[src/include/csr_config.svh]
`ifndef CSR_CONFIG_SVH
`define CSR_CONFIG_SVH

// data path width
`define XLEN 32

// machine-mode csr addresses
`define CSR_MSTATUS 12'h300
`define CSR_MTVEC   12'h305
`define CSR_MEPC    12'h341
`define CSR_MCAUSE  12'h342

// mstatus interrupt enable bits
`define MSTATUS_MIE  3
`define MSTATUS_MPIE 7

// mpp stays at machine mode
`define MSTATUS_RESET 32'h0000_1800

// environment call from m-mode
`define CAUSE_ECALL 11

`endif

[src/hdl/csr_pkg.sv]
`include "csr_config.svh"

package csr_pkg;

    typedef logic [`XLEN-1:0] xlen_t;

    // decoded SYSTEM instruction class
    typedef enum logic [2:0] {
        OP_NONE,
        OP_CSRRW,
        OP_CSRRS,
        OP_CSRRC,
        OP_ECALL,
        OP_MRET
    } sys_op_e;

    // csrs implemented by csr_file
    typedef enum logic [11:0] {
        ADDR_MSTATUS = `CSR_MSTATUS,
        ADDR_MTVEC   = `CSR_MTVEC,
        ADDR_MEPC    = `CSR_MEPC,
        ADDR_MCAUSE  = `CSR_MCAUSE
    } csr_addr_e;

endpackage

[src/hdl/csr_ctrl_if.sv]
`timescale 1ns/1ps

interface csr_ctrl_if;

    csr_pkg::sys_op_e op;
    // raw csr field, may hold an unsupported address
    logic [11:0]      addr;
    logic             fire;
    logic             csr_we;
    logic             trap_take;
    logic             mret_take;
    csr_pkg::xlen_t   pc;

    modport ctrl (
        output op,
        output addr,
        output fire,
        output csr_we,
        output trap_take,
        output mret_take,
        output pc
    );

    modport regs (
        input op,
        input addr,
        input fire,
        input csr_we,
        input trap_take,
        input mret_take,
        input pc
    );

    // redirect only needs the take strobes
    modport redir (
        input fire,
        input trap_take,
        input mret_take,
        input op
    );

endinterface

[src/hdl/sys_decode.sv]
`timescale 1ns/1ps

module sys_decode (
    input  logic [31:0]    instr_i,
    input  csr_pkg::xlen_t pc_i,
    input  logic           valid_i,
    input  logic           stall_n_i,
    csr_ctrl_if.ctrl       ctrl
);

    localparam logic [4:0]  OPC_SYSTEM = 5'b11100;
    localparam logic [2:0]  F3_PRIV    = 3'b000;
    localparam logic [2:0]  F3_CSRRW   = 3'b001;
    localparam logic [2:0]  F3_CSRRS   = 3'b010;
    localparam logic [2:0]  F3_CSRRC   = 3'b011;
    localparam logic [11:0] F12_ECALL  = 12'h000;
    localparam logic [11:0] F12_MRET   = 12'h302;

    logic        is_system;
    logic [2:0]  funct3;
    logic [11:0] funct12;

    assign is_system = (instr_i[6:2] == OPC_SYSTEM);
    assign funct3    = instr_i[14:12];
    assign funct12   = instr_i[31:20];

    // csr field doubles as funct12
    assign ctrl.addr = funct12;
    assign ctrl.pc   = pc_i;

    always_comb begin
        ctrl.op = csr_pkg::OP_NONE;
        if (is_system) begin
            case (funct3)
                F3_CSRRW: ctrl.op = csr_pkg::OP_CSRRW;
                F3_CSRRS: ctrl.op = csr_pkg::OP_CSRRS;
                F3_CSRRC: ctrl.op = csr_pkg::OP_CSRRC;
                F3_PRIV: begin
                    if (funct12 == F12_ECALL) begin
                        ctrl.op = csr_pkg::OP_ECALL;
                    end else if (funct12 == F12_MRET) begin
                        ctrl.op = csr_pkg::OP_MRET;
                    end
                end
                // immediate forms are not supported
                default: ctrl.op = csr_pkg::OP_NONE;
            endcase
        end

        // accepted only when valid and not stalled
        ctrl.fire      = valid_i && stall_n_i;
        ctrl.csr_we    = ctrl.fire && (ctrl.op inside {csr_pkg::OP_CSRRW,
                                                       csr_pkg::OP_CSRRS,
                                                       csr_pkg::OP_CSRRC});
        ctrl.trap_take = ctrl.fire && (ctrl.op == csr_pkg::OP_ECALL);
        ctrl.mret_take = ctrl.fire && (ctrl.op == csr_pkg::OP_MRET);
    end

endmodule

[src/hdl/csr_file.sv]
`timescale 1ns/1ps
`include "csr_config.svh"

module csr_file (
    input  logic           clk,
    input  logic           rst_n,
    csr_ctrl_if.regs       ctrl,
    input  csr_pkg::xlen_t wdata_i,
    output csr_pkg::xlen_t rdata_o,
    output csr_pkg::xlen_t mtvec_o,
    output csr_pkg::xlen_t mepc_o
);

    csr_pkg::xlen_t mstatus;
    csr_pkg::xlen_t mtvec;
    csr_pkg::xlen_t mepc;
    csr_pkg::xlen_t mcause;

    logic sel_mstatus;
    logic sel_mtvec;
    logic sel_mepc;
    logic sel_mcause;
    logic is_csr_op;

    csr_pkg::xlen_t csr_old;
    csr_pkg::xlen_t wr_val;
    csr_pkg::xlen_t mstatus_trap;
    csr_pkg::xlen_t mstatus_ret;

    // one-hot select, unknown address hits nothing
    assign sel_mstatus = (ctrl.addr == csr_pkg::ADDR_MSTATUS);
    assign sel_mtvec   = (ctrl.addr == csr_pkg::ADDR_MTVEC);
    assign sel_mepc    = (ctrl.addr == csr_pkg::ADDR_MEPC);
    assign sel_mcause  = (ctrl.addr == csr_pkg::ADDR_MCAUSE);

    assign is_csr_op = ctrl.op inside {csr_pkg::OP_CSRRW,
                                       csr_pkg::OP_CSRRS,
                                       csr_pkg::OP_CSRRC};

    assign csr_old = ({`XLEN{sel_mstatus}} & mstatus)
                   | ({`XLEN{sel_mtvec}}   & mtvec)
                   | ({`XLEN{sel_mepc}}    & mepc)
                   | ({`XLEN{sel_mcause}}  & mcause);

    // old value goes back to the pipeline, zero for non-csr ops
    assign rdata_o = is_csr_op ? csr_old : '0;

    // read-modify-write value
    always_comb begin
        case (ctrl.op)
            csr_pkg::OP_CSRRW: wr_val = wdata_i;
            csr_pkg::OP_CSRRS: wr_val = wdata_i | csr_old;
            csr_pkg::OP_CSRRC: wr_val = ~wdata_i & csr_old;
            default:           wr_val = csr_old;
        endcase
    end

    always_comb begin
        mstatus_trap = mstatus;
        mstatus_trap[`MSTATUS_MPIE] = mstatus[`MSTATUS_MIE];
        mstatus_trap[`MSTATUS_MIE]  = 1'b0;

        mstatus_ret = mstatus;
        mstatus_ret[`MSTATUS_MIE]  = mstatus[`MSTATUS_MPIE];
        mstatus_ret[`MSTATUS_MPIE] = 1'b1;
    end

    always_ff @(posedge clk or negedge rst_n) begin
        if (!rst_n) begin
            mstatus <= `MSTATUS_RESET;
        end else if (ctrl.trap_take) begin
            mstatus <= mstatus_trap;
        end else if (ctrl.mret_take) begin
            mstatus <= mstatus_ret;
        end else if (ctrl.csr_we && sel_mstatus) begin
            mstatus <= wr_val;
        end
    end

    // trap vector is word aligned
    always_ff @(posedge clk or negedge rst_n) begin
        if (!rst_n) begin
            mtvec <= '0;
        end else if (ctrl.csr_we && sel_mtvec) begin
            mtvec <= {wr_val[`XLEN-1:2], 2'b00};
        end
    end

    always_ff @(posedge clk or negedge rst_n) begin
        if (!rst_n) begin
            mepc <= '0;
        end else if (ctrl.trap_take) begin
            mepc <= {ctrl.pc[`XLEN-1:2], 2'b00};
        end else if (ctrl.csr_we && sel_mepc) begin
            mepc <= {wr_val[`XLEN-1:2], 2'b00};
        end
    end

    always_ff @(posedge clk or negedge rst_n) begin
        if (!rst_n) begin
            mcause <= '0;
        end else if (ctrl.trap_take) begin
            mcause <= csr_pkg::xlen_t'(`CAUSE_ECALL);
        end else if (ctrl.csr_we && sel_mcause) begin
            mcause <= wr_val;
        end
    end

    assign mtvec_o = mtvec;
    assign mepc_o  = mepc;

    mtvec_aligned_a: assert property (@(posedge clk) disable iff (!rst_n)
        mtvec[1:0] == 2'b00)
        else $error("mtvec lost its alignment");

    mepc_aligned_a: assert property (@(posedge clk) disable iff (!rst_n)
        mepc[1:0] == 2'b00)
        else $error("mepc lost its alignment");

endmodule

[src/hdl/trap_redirect.sv]
`timescale 1ns/1ps

module trap_redirect (
    input  logic           clk,
    input  logic           rst_n,
    csr_ctrl_if.redir      ctrl,
    input  csr_pkg::xlen_t mtvec_i,
    input  csr_pkg::xlen_t mepc_i,
    output logic           redirect_o,
    output csr_pkg::xlen_t redirect_pc_o
);

    logic take_any;

    assign take_any = ctrl.trap_take || ctrl.mret_take;

    // single-cycle pulse per taken ecall or mret
    always_ff @(posedge clk or negedge rst_n) begin
        if (!rst_n) begin
            redirect_o <= 1'b0;
        end else begin
            redirect_o <= take_any;
        end
    end

    // mepc is sampled before the mret retires
    always_ff @(posedge clk or negedge rst_n) begin
        if (!rst_n) begin
            redirect_pc_o <= '0;
        end else if (take_any) begin
            redirect_pc_o <= (ctrl.op == csr_pkg::OP_ECALL) ? mtvec_i : mepc_i;
        end
    end

    // back-to-back pulses need a fired take ahead of each
    redirect_pulse_a: assert property (@(posedge clk) disable iff (!rst_n)
        (redirect_o && $past(redirect_o))
        |-> ($past(ctrl.fire && take_any) && $past(ctrl.fire && take_any, 2)))
        else $error("redirect held high without a take behind it");

endmodule

[src/hdl/csr_trap_top.sv]
`timescale 1ns/1ps

module csr_trap_top (
    input  logic           clk,
    input  logic           rst_n,
    input  logic           valid_i,
    input  logic           stall_n_i,
    input  csr_pkg::xlen_t pc_i,
    input  logic [31:0]    instr_i,
    input  csr_pkg::xlen_t rs1_data_i,
    output csr_pkg::xlen_t csr_rdata_o,
    output logic           redirect_o,
    output csr_pkg::xlen_t redirect_pc_o
);

    csr_ctrl_if ctrl_if ();

    // trap targets from the csr file
    csr_pkg::xlen_t mtvec;
    csr_pkg::xlen_t mepc;

    sys_decode u_sys_decode (
        .instr_i   (instr_i),
        .pc_i      (pc_i),
        .valid_i   (valid_i),
        .stall_n_i (stall_n_i),
        .ctrl      (ctrl_if.ctrl)
    );

    csr_file u_csr_file (
        .clk     (clk),
        .rst_n   (rst_n),
        .ctrl    (ctrl_if.regs),
        .wdata_i (rs1_data_i),
        .rdata_o (csr_rdata_o),
        .mtvec_o (mtvec),
        .mepc_o  (mepc)
    );

    trap_redirect u_trap_redirect (
        .clk           (clk),
        .rst_n         (rst_n),
        .ctrl          (ctrl_if.redir),
        .mtvec_i       (mtvec),
        .mepc_i        (mepc),
        .redirect_o    (redirect_o),
        .redirect_pc_o (redirect_pc_o)
    );

endmodule

[config.mk]
export PLATFORM = sky130hd
export DESIGN_NAME = csr_trap_top
export DESIGN_NICKNAME = d
export VERILOG_FILES = /design/src/hdl/csr_pkg.sv /design/src/hdl/csr_ctrl_if.sv /design/src/hdl/sys_decode.sv /design/src/hdl/csr_file.sv /design/src/hdl/trap_redirect.sv /design/src/hdl/csr_trap_top.sv
export VERILOG_INCLUDE_DIRS = /design/src /design/src/include
export SDC_FILE = /design/constraint.sdc
export NUM_CORES = 1
export LEC_CHECK = 0
export BUFFER_PORTS_ARGS = -buffer_cell sky130_fd_sc_hd__buf_2
export CAP_MARGIN = 25
export CORE_MARGIN = 3
export CORE_UTILIZATION = 30
export CTS_CLUSTER_SIZE = 25
export DETAILED_ROUTE_END_ITERATION = 10
export PLACE_DENSITY = 0.46
export REMOVE_ABC_BUFFERS = 1
export SLEW_MARGIN = 20
export SYNTH_ARGS = -nofsm -noshare
export SYNTH_HDL_FRONTEND = slang
export SYNTH_SLANG_ARGS = --single-unit
[constraint.sdc]
create_clock -name clk -period 4.8 [get_ports clk]
set_input_delay 0.48 -clock clk [delete_from_list [all_inputs] [get_ports clk]]
set_output_delay 0.48 -clock clk [all_outputs]
set_load 0.005 [all_outputs]
### Yosys cells after proc, flatten, opt, wreduce, memory -nomap -nowiden

Cells that the tools add are included.

* flip-flop bits (word level): 159
* output and inout port bits: 65
* input bits: 100
* word-level logic and storage cells: 63

* bitwise operators: 12
* reduce and logical (&&, ||, !) cells: 16
* eq/ne operators: 14
* mux-type cells: 14

Operator list (number)
* two-way mux 32 bit: 6
* bitwise AND 32 bit: 5
* OR 32 bit: 4
* case mux 32 bit (3 select lines): 1
* equality test 12 x 10 -> 1 bit, second input constant: 5
* inverter 32 bit: 1
* two-way mux 8 bit: 3
* equality test 3 x 2 -> 1 bit, second input constant: 4
* zero test 12 bit: 1
* case mux 3 bit (4 select lines): 1
* two-way mux 3 bit: 3
* logical AND 1 bit: 8
* equality test 3 x 1 -> 1 bit, second input constant: 2
* equality test 3 bit, second input constant: 2
* nonzero test 3 bit: 2
* equality test 5 bit, second input constant: 1
* nonzero test 2 bit: 2
* zero test 3 bit: 1
* AND reduction 3 bit: 1
* inverter 1 bit: 2
* logical OR 1 bit: 1

### Depth between registers and ports, before layout

Gate-level depths: netlist of the first run.

* word-level depth: 12
* depth in mapped cells: 10
* depth with buffers taken out: 7

### Hierarchy

A second synthesis of the first run with hierarchy kept.

* cell total of the unflattened synthesis: 1047
* area, all modules: 9100.0 µm²

Modules (own cells, without submodules)
* csr_file: times used 1, cells each 801, sequential area each 3105.5 µm², area an instance 7099.3 µm²
* trap_redirect: times used 1, cells each 178, sequential area each 825.8 µm², area an instance 1495.2 µm²
* sys_decode: times used 1, cells each 68, sequential area each 0.0 µm², area an instance 505.5 µm²

### Worst setup path before layout of the first run

No wires, ideal clock.

* path kind: input to register
* start: input port instr_i[20]
* end: register u_csr_file.mtvec[22] (netlist: u_csr_file.mtvec_o[22])
* slack: 2.318 ns
* arrival: 2.357 ns
* required time: 4.675 ns
* library setup time: 0.125 ns
* cell stages on the path: 7
* buffers on the path: 1
* cells stage by stage: nor4b_1 -> nand4_2 -> nand2_2 -> nand2_4 -> nor4_4 -> buf_6 -> mux2_2

* word-level cells in the longest chain between the ends: 9
* elaborated cells between the ends (all ways): 26
* classes of those cells: eq/ne: 8; mux: 5; bitwise: 9; reduce/logical: 4

RTL lines
* start, declared: RTL line csr_trap_top.sv:9 `input logic [31:0] instr_i,`
* equality test 12 x 10 -> 1 bit: RTL line sys_decode.sv:41 `end else if (funct12 == F12_MRET) begin`
* two-way mux 3 bit: RTL line sys_decode.sv:41
* two-way mux 3 bit: RTL line sys_decode.sv:39 `if (funct12 == F12_ECALL) begin`
* case mux 3 bit (4 select lines): RTL line sys_decode.sv:34 `case (funct3)`
* two-way mux 3 bit: RTL line sys_decode.sv:33 `if (is_system) begin`
* equality test 3 x 1 -> 1 bit or equality test 3 x 2 -> 1 bit (tied branches): RTL line sys_decode.sv:52, csr_file.sv:50
* nonzero test 3 bit: RTL line sys_decode.sv:52 `ctrl.csr_we = ctrl.fire && (ctrl.op inside {csr_pkg::OP_CSRRW,`
* logical AND 1 bit: RTL line sys_decode.sv:52
* logical AND 1 bit: RTL line csr_file.sv:84 `end else if (ctrl.csr_we && sel_mtvec) begin`
* end signal, assigned: RTL line csr_file.sv:85 `` mtvec <= {wr_val[`XLEN-1:2], 2'b00}; ``
* end, declared: RTL line csr_file.sv:15 `csr_pkg::xlen_t mtvec;`

Parallel ways exist; a longest one is shown, timed or not.
A chain may end at the register's enable or synchronous reset.

### Final worst setup path of the first run

* start: input port instr_i[21]
* end: output port csr_rdata_o[31]

* word-level cells in the longest chain between the ends: 8
* elaborated cells between the ends (all ways): 22
* classes of those cells: eq/ne: 8; mux: 5; bitwise: 7; reduce/logical: 2

RTL lines
* equality test 12 x 10 -> 1 bit: RTL line sys_decode.sv:41
* two-way mux 3 bit: RTL line sys_decode.sv:41
* two-way mux 3 bit: RTL line sys_decode.sv:39
* case mux 3 bit (4 select lines): RTL line sys_decode.sv:34
* two-way mux 3 bit: RTL line sys_decode.sv:33
* equality test 3 x 1 -> 1 bit or equality test 3 x 2 -> 1 bit (tied branches): RTL line csr_file.sv:36 `assign is_csr_op = ctrl.op inside {csr_pkg::OP_CSRRW,`
* nonzero test 3 bit: RTL line csr_file.sv:36
* two-way mux 32 bit *: RTL line csr_file.sv:46 `assign rdata_o = is_csr_op ? csr_old : '0;`
* end, declared: RTL line csr_trap_top.sv:11 `output csr_pkg::xlen_t csr_rdata_o,`

Every way passes the cells marked *; elsewhere a longest branch is shown, timed or not.

==> metrics.txt, run 1 <==
Synth top area share roughly two fifths; HPWL Detailed about 22,000 µm; VDD IR-drop max 0.239 mV; post-place setup slack 1.35 ns; Finished Core Util 36.2%; Syn Area/Cell 9.71 µm²; Final Cycle Share 70.1%; met3 Track Usage GR approximately 2.9%; drt first pass iters 5; final worst slack 1.44 ns; Worst setup EP type output port; number of global-route vias before repair 8,439; routed wire length between 30,000 and 40,000 µm; PwrDens 260 nW/µm²; Mapped Cells just under 1,000; post-synth cell types 59; Hold Fails Final Rpt 0; H-tree depth 4; Root Buffer clkbuf_16; wire length per cell around 24 µm; nets 1,172; Num CTS Buffers 17; diode count 0; Post-Syn Area 9360 µm²; synthesized flop and latch total between 150 and 200; residual DRC count 0; clk slew on worst S/H paths 0.07 ns; Startpoint Class primary input; Max Fclk 0.297 GHz; grt met1 use 29.5%; area grow syn2layout 18.8%; CP cell instances buf_2 > nor4b_1 > buf_4 > nand4_2 > nand2_2 > nand2_4 > buf_4 > nor2_1 > buf_2; Core Footprint 30,700 µm²; critical path's largest stage delay about 0.4 ns; Main synth FF type dfrtp_1; row count 64; Finish-stage setup viols 0; largest net degree at the start of global routing 89; first-pass GRT wire length between 50,000 and 60,000 µm; Worst-Margin Slew 0.914 ns; share of post-route cells with drive strength above 1 30.5%; die area 33,300 µm²; sequential fraction of the synthesis area 41.5%; grt peak-use layer met2; Crit Path Max Fanout 33; maximum buffer depth of the clock tree 2; async set-reset flop share out of synthesis 100%; final slew viol count 0; gr usage total 20.9%; CTS tree built; hold buffers post-CTS 0; Post-CTS Setup Inserts 0; minimum clock period between 3 and 4 ns; EDFF count, synth 0; initial cell density of the core 30.5%; Setup Skew 0.0143 ns; unrepaired setup endpoints after global routing false; Yosys warnings 0; post-route ant nets 0; I/O Buffers 148; CTS Sinks 155; Leak around 0.0052 µW; antenna violations before repair 0; critical path's top delay family simple AND/OR/NAND/NOR gates; setup TNS 0 ns; HP Class in2async; Slew Limit Headroom roughly two fifths; Hold Slack 0.0671 ns; WP buf/inv 4; Synth area leaders dfrtp_1 (41%), mux2_2 (7.0%), a2bb2oi_1 (4.7%), o221a_2 (3.9%), mux2i_1 (3.5%); DR vias/cell 5.59; Die H 183 µm; leading area contributor after synthesis dfrtp_1; die width 183 µm; required time of the critical path about 4.3 ns; CP Class in2out; # IOs 165; Clock Latency Late Sink between 0.4 and 0.5 ns; Critical Path AT 2.88 ns; number of DRC markers in iteration 0 around 620; critical path's slowest cell nand2_2; via count 8,283; GRT overflow 0; MaxCap Viol Count 0; PostCTS Resize Cnt 0; RD Place Congestion 0.809; status complete, no violations; met2 Track Usage GR 33.8%; Fill cells 3,185
[path summary, 6_finish.rpt]
kind | start | end | slack, ns | cells after the start
setup / recovery | instr_i[21] | csr_rdata_o[31] | 1.44 | 9
hold / removal | rst_n | u_csr_file.mepc_o[3] | 0.07 | 1
setup reg to reg | u_csr_file.mtvec_o[21] | u_csr_file.mstatus[21] | 2.97 | 5
hold reg to reg | u_trap_redirect.redirect_pc_o[16] | u_trap_redirect.redirect_pc_o[16] | 0.47 | 2
max in group asynchronous | rst_n | u_csr_file.mstatus[12] | 3.77 | 2
min in group clk | pc_i[3] | u_csr_file.mepc_o[3] | 0.28 | 3
[cells in the final DEF (no fill, tap or decap), drive strengths merged, types with 2 or more instances in the layout]
cell	synthesis	layout
buf	37	186
dfrtp	153	153
nand2	74	74
o21ai	59	59
mux2	58	58
a2bb2oi	50	50
nor2	41	41
nand4	39	39
and3	35	35
mux2i	33	33
inv	32	33
nor2b	33	33
a22oi	32	32
o221a	32	32
a21o	31	31
a21oi	31	31
o21a	27	27
clkbuf	60	22
a311o	21	21
nand3	12	12
a32oi	9	9
o31ai	8	8
a211oi	8	8
o221ai	7	7
nor3	7	7
clkinv	0	6
nor4	5	5
and2	3	3
o31a	3	3
o2bb2ai	3	3
conb	1	2
bufinv	0	2
dfstp	2	2
nor4b	2	2
a31oi	2	2
[flip-flops by register name (all words and copies together) (netlist names)]
name and cells:
u_csr_file.mcause 32, u_csr_file.mstatus 32, u_csr_file.mepc_o 30, u_csr_file.mtvec_o 30
u_trap_redirect.redirect_pc_o 30, u_trap_redirect.redirect_o 1
[per-layer routing]
layer / routed length [µm] / vias to the layer above
met5: 0 / -
met2: 16600 / 257
met4: 566 / 0
met1: 16700 / 4152
met3: 1420 / 35
li1: - / 3839
[synthesized netlist by cell type, types with 2 or more instances]
cell type / count
a211oi_1: 7
a21o_1: 31
a21oi_1: 30
a22oi_1: 32
a2bb2oi_1: 50
a311o_1: 21
a31oi_1: 2
a32oi_1: 9
and2_1: 3
and3_1: 35
buf_1: 2
buf_2: 21
buf_4: 8
buf_6: 6
clkbuf_1: 60
dfrtp_1: 153
dfstp_2: 2
inv_1: 32
mux2_2: 58
mux2i_1: 33
nand2_1: 72
nand3_1: 11
nand4_1: 38
nor2_1: 41
nor2b_1: 33
nor3_1: 6
nor4_1: 3
nor4_4: 2
o21a_1: 27
o21ai_0: 36
o21ai_1: 23
o221a_2: 32
o221ai_1: 7
o2bb2ai_1: 3
o31a_1: 3
o31ai_1: 8
[cell families after synthesis]
kind of cell,share of synthesized area (%)
buffers and inverters,6.26
AOI/OAI and AO/OA,26.7
and+or+nand+nor,15.0
muxes,10.5
other,0.0401
DFF,41.5
[where the power goes]
group | internal (µW) | total [µW] | switching [µW] | leakage, µW
logic | 53.1 | 192 | 139 | 0.00278
registers | 1310 | 1310 | 0.0235 | 0.00215
clock network | 810 | 1400 | 586 | 0.000290
[metrics by stage]
step	power (µW)	area, µm²	cells
6_report	2890	11100	1481
5_1_grt	3000	11100	1481
4_1_cts	2930	11100	1481
3_5_place_dp	1520	10500	1449
3_3_place_gp	1520	10500	1449
2_1_floorplan	1380	8890	867
[area by class of cell]
class	count	area [µm²]	share of cell area, %
inverters	32	120	1.08
flip-flops and latches	155	3880	34.9
multi-input cells	680	4970	44.7
clock buffers	22	474	4.27
well taps	396	495	4.46
repair buffers	186	1060	9.51
clock inverters	10	118	1.06
No activity file was read; power rests on OpenSTA's default activity.
==> inputs of run 2 (changes only) <==
- clock period: 4.8 -> 3.38 ns (I/O delays scaled with it)
==> run 2 against run 1 <==
First-iteration DRC count fell by 12%; critical endpoint is now csr_rdata_o[6]; cell count rose by 0.74%; largest power group unchanged; critical path depth fell by 1; count of clock-buffer cells in the layout fell by 2; clock power rose by 46%; hold slack improved by 0.078 ns; power rose by 45%.
==> metrics.txt, run 2 (same netlist as run 1, synthesis figures left out) <==
status complete, no violations; CTS tree built; routed wire length 35,100 µm (-0.55%); CP Class in2out; HP Class in2reg; Startpoint Class primary input; H-tree depth 4 (unchanged); number of DRC markers in iteration 0 543 (-12%); CP cell instances buf_2 > or4_4 > a211oi_2 > a21oi_4 > nand2_4 > buf_4 > nor2_1 > buf_2; gr usage total 20.8% (-0.14 points); largest net degree at the start of global routing 70 (-21%); unrepaired setup endpoints after global routing false; clk slew on worst S/H paths 0.06 ns (about the same); Leak 0.00531 µW (+1.6%); Hold Fails Final Rpt 0 (unchanged); maximum buffer depth of the clock tree 2 (unchanged); Setup Skew 0.00950 ns (-0.00484 ns); DR vias/cell 5.61 (+0.33%); Crit Path Max Fanout 18 (-45%); Max Fclk 0.362 GHz; Slew Limit Headroom 48.4% (+9.5 points); area grow syn2layout 20.7%; share of post-route cells with drive strength above 1 31.1% (+0.61 points); final slew viol count 0 (unchanged); minimum clock period 2.76 ns; GRT overflow 0 (unchanged); critical path's largest stage delay 0.57 ns (+0.17 ns); Clock Latency Late Sink 0.43 ns (about the same); initial cell density of the core 30.5% (unchanged); Hold Slack 0.145 ns (+0.0784 ns); critical path's most frequent cell buf_2; antenna violations before repair 0 (unchanged); Final Cell Area 11,300 µm² (+1.6%); R2R setup slack 1.64 ns (-1.33 ns); Die H 183 µm (unchanged); Worst setup EP type output port; Final Cycle Share approximately 82%; die area 33,300 µm² (unchanged); Core Footprint 30,700 µm² (unchanged); die width 183 µm (unchanged); residual DRC count 0 (unchanged); PwrDens 370 nW/µm² (+42%); Worst-Margin Slew 0.774 ns (-0.140 ns); post-route ant nets 0 (unchanged); Finish-stage setup viols 0 (unchanged); setup TNS 0 ns (unchanged); Critical Path AT 2.42 ns (-0.46 ns); HPWL Detailed 22,100 µm (+1.6%); drt first pass iters 5 (unchanged); diode count 0 (unchanged); Placement Cell Area 10,700 µm² (+1.4%); Root Buffer clkbuf_16; MaxCap Viol Count 0 (unchanged); VDD IR-drop max 0.299 mV (+25%); Post-CTS Setup Inserts 0 (unchanged); number of global-route vias before repair 8,475 (+0.43%); RD Place Congestion 0.797 (-1.5%); Num CTS Buffers 17 (unchanged); # IOs 165 (unchanged); commonest non-fill, non-tap cell in the layout dfrtp_1; required time of the critical path 3.04 ns (-1.28 ns); nets 1,183 (+0.94%); CTS Sinks 155 (unchanged); critical path's slowest cell or4_4; commonest non-fill, non-tap cells in the layout dfrtp_1 (153), buf_2 (147), nand2_1 (71); first-pass GRT wire length 53,200 µm (-0.23%); largest registers u_csr_file.mcause x32, u_csr_file.mstatus x32; row count 64 (unchanged); I/O Buffers 148 (unchanged); wire length per cell 23.5 µm (-1.3%); via count 8,372 (+1.1%)
[run 2: cell types whose count changed in the layout (fill, tap and decap cells not counted)]
cell | before | now
buf_12 | 2 | 8
buf_4 | 36 | 40
bufinv_16 | 2 | 3
clkbuf_8 | 3 | 1
clkinv_2 | 3 | 2
dlygate4sd3_1 | 0 | 1
inv_6 | 1 | 2
inv_8 | 0 | 1
[run 2: area by class of cell]
type / instances / area, µm²
Fill cell: 3172 / 19400
Sequential cell: 155 / 3880
Clock inverter: 12 / 163
Inverter: 32 / 120
Multi-Input combinational cell: 680 / 4970
Tap cell: 396 / 495
Timing Repair Buffer: 197 / 1220
Clock buffer: 20 / 447
[run 2: where the power goes]
group | switching, µW | total [µW] | internal, µW | leakage (µW)
registers | 0.0328 | 1850 | 1850 | 0.00215
logic | 197 | 284 | 86.5 | 0.00286
clock network | 850 | 2040 | 1190 | 0.000297
[run 2: final timing paths]
kind,from,endpoint,cells past startpoint
max in group asynchronous,rst_n,u_csr_file.mstatus[11],3
min reg2reg,u_trap_redirect.redirect_pc_o[30],u_trap_redirect.redirect_pc_o[30],2
max reg2reg,u_csr_file.mtvec_o[21],u_csr_file.mstatus[21],5
min in group asynchronous,rst_n,u_csr_file.mtvec_o[3],2
min,pc_i[3],u_csr_file.mepc_o[3],3
max,instr_i[27],csr_rdata_o[6],8
[run 2: stage by stage]
step                      setup WS [ns]  std cells  utilization [%]  total power [µW]
after floorplan                   -2.75        867                -              1970
final                             0.618       1492             36.8              4180
after global routing              0.492       1492             36.8              4320
after detailed placement          0.508       1459             34.8              2170
after CTS                         0.594       1492             36.8              4230
after global placement            0.503       1459             34.8              2170
[run 2: metal layers]
layer / part of all wire (%) / wire (µm) / global-route usage [%]
met5: 0 / 0 / 0
met2: 46 / 16200 / 33.5
met3: 5.0 / 1740 / 3.07
met4: 1.9 / 683 / 5.79
met1: 47 / 16400 / 29.1
[run 2: repair_timing]
item                      CTS  global route
hold buffers                1             0
hold endpoints to repair   66             0
gates resized for setup     0             0
[run 2: worst max-delay path: cells and delay by family]
kind                   cells  cell delay, ns
AND/OR/NAND/NOR            3            0.95
buffers and inverters      3            0.63
AO/OA/AOI/OAI              2            0.50
